### src/rtl/elevator_pkg.sv
////////////////////////////////////////////////////////////
// Elevator request unit types
// Floor numbers, request masks, dispatcher states and the
// packed bundles passed between the request unit blocks
////////////////////////////////////////////////////////////

package elevator_pkg;

    ////////////////////////////////////////////////////////////
    // Sizes
    ////////////////////////////////////////////////////////////

    // Bits in a floor number
    localparam int floor_width = 4;

    // Largest building the mask types can describe
    localparam int max_floors = 16;

    ////////////////////////////////////////////////////////////
    // Scalar types
    ////////////////////////////////////////////////////////////

    // Floor number, lowest floor is 0
    typedef logic [floor_width-1:0] floor_t;

    // One bit per floor, bit 0 is the lowest floor
    typedef logic [max_floors-1:0] floor_mask_t;

    typedef enum logic {
        dir_down = 1'b0,
        dir_up   = 1'b1
    } direction_e;

    // Dispatcher FSM
    typedef enum logic [1:0] {
        idle   = 2'd0,
        offer  = 2'd1,
        travel = 2'd2
    } dispatch_state_e;

    ////////////////////////////////////////////////////////////
    // Bundles
    ////////////////////////////////////////////////////////////

    // Buttons held down right now
    typedef struct packed {
        floor_mask_t hall;
        floor_mask_t panel;
    } buttons_t;

    // Lit lamps, one per pending request
    typedef struct packed {
        floor_mask_t hall;
        floor_mask_t panel;
    } lamps_t;

    // Position report from the car
    typedef struct packed {
        floor_t floor;
        logic   moving;
    } car_status_t;

    // Command offered to the motion controller
    typedef struct packed {
        floor_t     target;
        direction_e direction;
    } move_cmd_t;

endpackage

### src/rtl/request_register.sv
////////////////////////////////////////////////////////////
// Request register
// Latches hall-call and car-panel presses into lamp bits and
// clears both lamps of the floor where the car stands
////////////////////////////////////////////////////////////

`timescale 1ns/10ps

module request_register #(
    parameter int num_floors = 11
) (
    input  logic                      clock,
    input  logic                      reset_n,
    input  elevator_pkg::buttons_t    buttons,
    input  elevator_pkg::car_status_t car_status,
    input  logic                      power_switch,
    input  logic                      emergency,
    output elevator_pkg::lamps_t      lamps
);

    import elevator_pkg::*;

    // Floors that exist in this building
    localparam floor_mask_t valid_mask = floor_mask_t'((32'd1 << num_floors) - 32'd1);

    if (num_floors < 2 || num_floors > max_floors) begin : g_num_floors_check
        $error("num_floors must lie between 2 and %0d", max_floors);
    end

    logic        in_service;
    logic        car_stopped;
    floor_mask_t car_mask;
    floor_mask_t hall_set;
    floor_mask_t panel_set;
    floor_mask_t clear_mask;
    lamps_t      lamps_next;

    assign in_service  = power_switch & ~emergency;
    assign car_stopped = ~car_status.moving;

    ////////////////////////////////////////////////////////////
    // Next lamp state
    ////////////////////////////////////////////////////////////

    always_comb begin
        // One-hot position of the car, empty if it reports a floor out of range
        car_mask = (floor_mask_t'(1) << car_status.floor) & valid_mask;

        // Presses at the car's own floor never light a lamp
        hall_set  = buttons.hall & valid_mask & ~car_mask;
        panel_set = buttons.panel & valid_mask & ~car_mask;

        // Arrival clears both lamps of the floor
        clear_mask = car_stopped ? car_mask : '0;

        // Out of service the lamps keep what they had
        lamps_next = lamps;
        if (in_service) begin
            lamps_next.hall  = (lamps.hall | hall_set) & ~clear_mask;
            lamps_next.panel = (lamps.panel | panel_set) & ~clear_mask;
        end
    end

    ////////////////////////////////////////////////////////////
    // Lamp registers
    ////////////////////////////////////////////////////////////

    always_ff @(posedge clock or negedge reset_n) begin
        if (!reset_n) begin
            lamps <= '0;
        end else begin
            lamps <= lamps_next;
        end
    end

    // Floors above the building never show a request
    a_lamps_in_range : assert property (
        @(posedge clock) disable iff (!reset_n)
        ((lamps.hall | lamps.panel) & ~valid_mask) == '0
    ) else $error("lamp lit above floor %0d", num_floors - 1);

endmodule

### src/rtl/floor_dispatcher.sv
////////////////////////////////////////////////////////////
// Floor dispatcher
// Picks the next target with a direction-keeping scan and
// offers it to the motion controller over valid/ready
////////////////////////////////////////////////////////////

`timescale 1ns/10ps

module floor_dispatcher #(
    parameter int num_floors = 11
) (
    input  logic                      clock,
    input  logic                      reset_n,
    input  elevator_pkg::lamps_t      lamps,
    input  elevator_pkg::car_status_t car_status,
    input  logic                      power_switch,
    input  logic                      emergency,
    output logic                      move_valid,
    output elevator_pkg::move_cmd_t   move_cmd,
    input  logic                      move_ready
);

    import elevator_pkg::*;

    localparam floor_mask_t valid_mask = floor_mask_t'((32'd1 << num_floors) - 32'd1);

    dispatch_state_e state;
    dispatch_state_e state_next;
    direction_e      dir_mem;
    move_cmd_t       cmd_next;

    logic        in_service;
    logic        car_stopped;
    logic        start_offer;
    logic        transfer;
    logic        arrived;
    floor_mask_t car_onehot;
    floor_mask_t below_all;
    floor_mask_t above_all;
    floor_mask_t pending;
    floor_mask_t pending_above;
    floor_mask_t pending_below;

    // Nearest floor above the car is the lowest set bit
    function automatic floor_t lowest_floor(input floor_mask_t mask);
        floor_t result;
        result = '0;
        for (int i = max_floors - 1; i >= 0; i--) begin
            if (mask[i]) begin
                result = floor_t'(i);
            end
        end
        return result;
    endfunction

    // Nearest floor below the car is the highest set bit
    function automatic floor_t highest_floor(input floor_mask_t mask);
        floor_t result;
        result = '0;
        for (int i = 0; i < max_floors; i++) begin
            if (mask[i]) begin
                result = floor_t'(i);
            end
        end
        return result;
    endfunction

    ////////////////////////////////////////////////////////////
    // Target selection
    ////////////////////////////////////////////////////////////

    always_comb begin
        car_onehot = floor_mask_t'(1) << car_status.floor;
        below_all  = car_onehot - floor_mask_t'(1);
        above_all  = ~(below_all | car_onehot);

        pending       = (lamps.hall | lamps.panel) & valid_mask & ~car_onehot;
        pending_above = pending & above_all;
        pending_below = pending & below_all;

        // Keep going up while there is work above, else prefer below
        if (dir_mem == dir_up && pending_above != '0) begin
            cmd_next.target = lowest_floor(pending_above);
        end else if (pending_below != '0) begin
            cmd_next.target = highest_floor(pending_below);
        end else begin
            cmd_next.target = lowest_floor(pending_above);
        end
        cmd_next.direction = (cmd_next.target > car_status.floor) ? dir_up : dir_down;
    end

    ////////////////////////////////////////////////////////////
    // Dispatcher FSM
    ////////////////////////////////////////////////////////////

    assign in_service  = power_switch & ~emergency;
    assign car_stopped = ~car_status.moving;
    assign start_offer = (state == idle) && in_service && car_stopped && (pending != '0);
    assign move_valid  = (state == offer);
    assign transfer    = move_valid && move_ready;
    assign arrived     = car_stopped && (car_status.floor == move_cmd.target);

    always_comb begin
        state_next = state;
        if (!in_service) begin
            state_next = idle;
        end else begin
            case (state)
                idle:    if (start_offer) state_next = offer;
                offer:   if (transfer) state_next = travel;
                travel:  if (arrived) state_next = idle;
                default: state_next = idle;
            endcase
        end
    end

    always_ff @(posedge clock or negedge reset_n) begin
        if (!reset_n) begin
            state   <= idle;
            dir_mem <= dir_up;
        end else begin
            state <= state_next;
            // Direction is remembered only once the car has taken the command
            if (state == offer && state_next == travel) begin
                dir_mem <= move_cmd.direction;
            end
        end
    end

    // Command is captured once per offer and then held
    always_ff @(posedge clock) begin
        if (start_offer) begin
            move_cmd <= cmd_next;
        end
    end

    a_cmd_stable : assert property (
        @(posedge clock) disable iff (!reset_n)
        move_valid && !move_ready && in_service |=> move_valid && $stable(move_cmd)
    ) else $error("move command changed under back-pressure");

    a_target_not_here : assert property (
        @(posedge clock) disable iff (!reset_n)
        start_offer |=> move_cmd.target != $past(car_status.floor)
    ) else $error("offered target equals the car floor");

endmodule

### src/rtl/door_permit.sv
////////////////////////////////////////////////////////////
// Door permit
// Registers door open and close requests, granted only
// while the car stands still with power on
////////////////////////////////////////////////////////////

`timescale 1ns/10ps

module door_permit (
    input  logic                      clock,
    input  logic                      reset_n,
    input  elevator_pkg::car_status_t car_status,
    input  logic                      power_switch,
    input  logic                      door_open_button,
    input  logic                      door_close_button,
    output logic                      door_open_allowed,
    output logic                      door_close_allowed
);

    logic permit_en;

    // Doors may only move with the car at rest
    assign permit_en = power_switch & ~car_status.moving;

    always_ff @(posedge clock or negedge reset_n) begin
        if (!reset_n) begin
            door_open_allowed  <= 1'b0;
            door_close_allowed <= 1'b0;
        end else begin
            door_open_allowed  <= permit_en & door_open_button;
            door_close_allowed <= permit_en & door_close_button;
        end
    end

    // A moving car never leaves a door permit behind
    a_no_permit_in_motion : assert property (
        @(posedge clock) disable iff (!reset_n)
        car_status.moving |=> !door_open_allowed && !door_close_allowed
    ) else $error("door permit granted after car motion");

endmodule

### src/rtl/elevator_request_unit.sv
////////////////////////////////////////////////////////////
// Elevator request unit
// Lamp registers, target dispatcher and door permits for
// one elevator car
////////////////////////////////////////////////////////////

`timescale 1ns/10ps

module elevator_request_unit #(
    parameter int num_floors = 11
) (
    input  logic                      clock,
    input  logic                      reset_n,

    // Buttons and car position
    input  elevator_pkg::buttons_t    buttons,
    input  elevator_pkg::car_status_t car_status,
    input  logic                      power_switch,
    input  logic                      emergency,
    input  logic                      door_open_button,
    input  logic                      door_close_button,

    // Pending requests shown to passengers
    output elevator_pkg::lamps_t      lamps,

    // Move command to the motion controller
    output logic                      move_valid,
    output elevator_pkg::move_cmd_t   move_cmd,
    input  logic                      move_ready,

    output logic                      door_open_allowed,
    output logic                      door_close_allowed
);

    request_register #(
        .num_floors (num_floors)
    ) request_register_i (
        .clock        (clock),
        .reset_n      (reset_n),
        .buttons      (buttons),
        .car_status   (car_status),
        .power_switch (power_switch),
        .emergency    (emergency),
        .lamps        (lamps)
    );

    // Lamps double as the dispatcher's request list
    floor_dispatcher #(
        .num_floors (num_floors)
    ) floor_dispatcher_i (
        .clock        (clock),
        .reset_n      (reset_n),
        .lamps        (lamps),
        .car_status   (car_status),
        .power_switch (power_switch),
        .emergency    (emergency),
        .move_valid   (move_valid),
        .move_cmd     (move_cmd),
        .move_ready   (move_ready)
    );

    door_permit door_permit_i (
        .clock              (clock),
        .reset_n            (reset_n),
        .car_status         (car_status),
        .power_switch       (power_switch),
        .door_open_button   (door_open_button),
        .door_close_button  (door_close_button),
        .door_open_allowed  (door_open_allowed),
        .door_close_allowed (door_close_allowed)
    );

endmodule

### config.mk
export PLATFORM = sky130hd
export DESIGN_NAME = elevator_request_unit
export DESIGN_NICKNAME = d
export VERILOG_FILES = /design/src/rtl/elevator_pkg.sv /design/src/rtl/request_register.sv /design/src/rtl/floor_dispatcher.sv /design/src/rtl/door_permit.sv /design/src/rtl/elevator_request_unit.sv
export SDC_FILE = /design/constraint.sdc
export NUM_CORES = 1
export LEC_CHECK = 0
export ABC_CLOCK_PERIOD_IN_PS = 5600
export BUFFER_PORTS_ARGS = -buffer_cell sky130_fd_sc_hd__buf_2
export CAP_MARGIN = 25
export CORE_AREA = 2 2 78 80
export CTS_CLUSTER_DIAMETER = 80
export DETAILED_ROUTE_END_ITERATION = 10
export DIE_AREA = 0 0 80 82
export HOLD_SLACK_MARGIN = 0.15
export PLACE_DENSITY = 0.7
export REMOVE_ABC_BUFFERS = 1
export SETUP_SLACK_MARGIN = 0.1
export SKIP_CTS_REPAIR_TIMING = 1
export SLEW_MARGIN = 20
export SYNTH_ARGS = -nofsm -noshare
export SYNTH_HDL_FRONTEND = slang
export SYNTH_SLANG_ARGS = --single-unit
### constraint.sdc
create_clock -name clock -period 5.6 [get_ports clock]
set_input_delay 0.56 -clock clock [delete_from_list [all_inputs] [get_ports clock]]
set_output_delay 0.56 -clock clock [all_outputs]
set_load 0.01 [all_outputs]
==> flow_summary.json <==
{
  "cts_tree": "yes",
  "max_cap_violations": 0,
  "placedCellCount": 406,
  "setup_tns_ps": 0,
  "r2r_cells": 12,
  "cts_sinks": 32,
  "min_period_ps": 4260,
  "fmax_ghz": 0.235,
  "grt_util_all_layers_pct": 20.4,
  "syn_area_um2": 2470,
  "grt-busiest-layer": "met2",
  "rr_startpoint": "request_register_i.lamps[6]",
  "critPathTopFamily": "compound AO/OA/AOI/OAI gates",
  "cts-root-buf": "clkbuf_8",
  "netlist_top_cells_area": "dfrtp_1 (26%), ha_1 (7.6%), nor2_1 (6.5%), edfxtp_1 (6.1%), a21oi_1 (4.9%)",
  "fin_util_pct": 50.3,
  "ys.flop_type": "dfrtp_1",
  "start_util_pct": 42.9,
  "ant_nets": 0,
  "status": "completed",
  "hp-class": "in -> async",
  "avgSynthCellArea_um2": 8.87,
  "leakage_nw": 1.23,
  "synth-seq-cells": 32,
  "hold_viol_final": 0,
  "critPathMaxFanout": 17,
  "fin_crit_sh_pct": 76.1,
  "synthArstFlopShare_pct": 84.4,
  "crit_chain": "buf_2 > nor4b_4 > inv_1 > ha_1 > o21ai_0 > ha_1 > o21ai_0 > o22ai_1 > nor4_1 > inv_1 > o21ai_0 > a32o_1 > ha_1 > nor2b_1 > o21ai_0 > nand2b_1 > a21oi_1 > a41oi_1",
  "place_hpwl_um": 4910,
  "drtIter0Drc": 225,
  "crit_path_top_delay_cell": "nor4_1",
  "final_nets": 397,
  "core-area_um2": 5750,
  "io_buffers": 63,
  "crit_type": "in -> reg",
  "setup_viol": 0,
  "die_w_um": 80,
  "vias_per_cell": 5.61,
  "regToRegSetupSlack_ps": 2320,
  "cp-start-kind": "primary input",
  "first_global_vias": 2137,
  "synthDistinctLibCells": 55,
  "cts_buffers": 5,
  "synth_top_cell_area_share_pct": 26.4,
  "relSlewSlack_pct": 59.1,
  "wire_per_inst_um": 15.0,
  "io_pins": 84,
  "final_cells": 414,
  "final-max-slew-violation-count": 0,
  "powerDensity_nw_per_um2": 247,
  "gp_congestion": 0.938,
  "diodes": 0,
  "grt_max_degree": 28,
  "dp_slack_ps": 1070,
  "end_kind": "register",
  "drive_gt1_share_pct": 26.0,
  "r2r_end": "floor_dispatcher_i.move_cmd[0]",
  "synth_edf_count": 5,
  "crit_end": "floor_dispatcher_i.move_cmd[0]",
  "path_buf_inv": 3,
  "clock_skew_ps": 3.95,
  "grt_overflow_total": 0,
  "rsz0062_at_grt": "false",
  "synth_seq_area_share_pct": 33.5,
  "cp.depth": 18,
  "required_ps": 5620,
  "clk_pin_slew_ps": 70,
  "synth.most_common_cell": "nor2_1",
  "crit_start": "car_status[1]",
  "max_stage_delay_ps": 470,
  "syn_inst": 278,
  "clock_latency_ps": 290,
  "gr-usage-met1_pct": 28.3,
  "chipHeight_um": 82,
  "gr-usage-met2_pct": 32.3,
  "routed_wl_um": 6230,
  "areaGrowthSynthToFinish_pct": 17.1,
  "synth_warnings": 0,
  "tightestPinTransition_ps": 614,
  "final_area_um2": 2890,
  "use_met3_pct": 3.52,
  "max-clock-path-buffers": 2,
  "first_pass_iters": 4,
  "ir_drop_v": 0.000152,
  "synth_commonest_cells": "nor2_1 (43), dfrtp_1 (26), a21oi_1 (24)",
  "routed-via-count": 2321,
  "die_area_um2": 6560,
  "cpMostUsedCell": "o21ai_0",
  "fp-row-count": 28,
  "grt_pass1_wl_um": 10300,
  "place_area_um2": 2780,
  "yosysTopAreaCell": "dfrtp_1",
  "antenna_found_initial": 0,
  "finalWorstSetupSlack_ps": 1340,
  "cp.arrival_ps": 4280,
  "drcViolationCount": 0,
  "cts-htree-levels": 2
}
-- metrics by stage --
| step | power [mW] | hold WS [ps] |
|---|---|---|
| 2_1_floorplan | 0.418 | 264 |
| 3_3_place_gp | 0.493 | 487 |
| 3_5_place_dp | 0.498 | 506 |
| 4_1_cts | 0.720 | 293 |
| 5_1_grt | 0.759 | 330 |
| 6_report | 0.715 | 278 |
-- worst reg2reg max path, stage by stage (launching register included) --
cell and delay [ps]:
dfrtp_1 420, o21ai_0 320, o22ai_1 220, or4_4 600
o21ai_4 180, o21ai_0 110, a32o_1 290, ha_1 280
nor2b_1 130, o21ai_0 160, nand2b_1 80, a21oi_1 150
a41oi_1 70
-- layer usage --
metal,share of wire (%),vias up
met1,46,1108
met2,46,88
met4,1.6,0
li1,-,1116
met3,6.7,9
met5,0,-
-- worst min-delay path by stage --
stage                                   start                               end  slack [ps]
2_1_floorplan                         reset_n  door_permit_i.door_close_allowed         260
3_3_place_gp   floor_dispatcher_i.move_cmd[0]        floor_dispatcher_i.dir_mem         490
3_5_place_dp      request_register_i.lamps[9]       request_register_i.lamps[9]         510
4_1_cts                               reset_n      request_register_i.lamps[10]         290
5_1_grt                               reset_n      request_register_i.lamps[10]         330
6_report                              reset_n      request_register_i.lamps[10]         280
-- cell type report --
cell class,count,area [µm²]
Clock buffer,5,68.8
Clock inverter,3,37.5
Fill cell,565,2860
Inverter,18,67.6
Multi-Input combinational cell,215,1460
Sequential cell,32,827
Tap cell,75,93.8
Timing Repair Buffer,66,338
-- power by group --
part	internal [mW]	switching (mW)	leakage, nW
combinational	0.0897	0.117	0.862
sequential	0.263	0.0248	0.319
clock	0.130	0.0904	0.0532
-- cell usage in the layout (no fill, tap or decap), types with 5 or more instances in the layout --
master     n
o21ai_0   21
nor2_1    43
conb_1    10
edfxtp_1   5
buf_2     63
dfrtp_1   26
clkbuf_8   5
o22ai_1    8
a22o_1    10
a21oi_1   24
ha_1      15
inv_1     18
nand2_1   15
xnor2_1    5
-- logic make-up (layout without fill, tap and decap cells) --
kind of cell	after synthesis	in the layout	synth area share [%]
AOI/OAI and AO/OA	89	89	24.0
xor gates and xnor gates	6	6	2.13
and+or+nand+nor	92	92	22.3
adders and majority gates	15	15	7.61
muxes	3	3	1.47
buffers and inverters	40	92	8.78
other	1	10	0.152
DFF	32	32	33.5
-- state kept, by name, summed over array words and instances (netlist names) --
| register | flops |
|---|---|
| floor_dispatcher_i.dir_mem | 1 |
| floor_dispatcher_i.move_cmd | 5 |
| door_permit_i.door_open_allowed | 1 |
| floor_dispatcher_i.state | 2 |
| door_permit_i.door_close_allowed | 1 |
| request_register_i.lamps | 22 |
(Power assumes the default switching activity.)
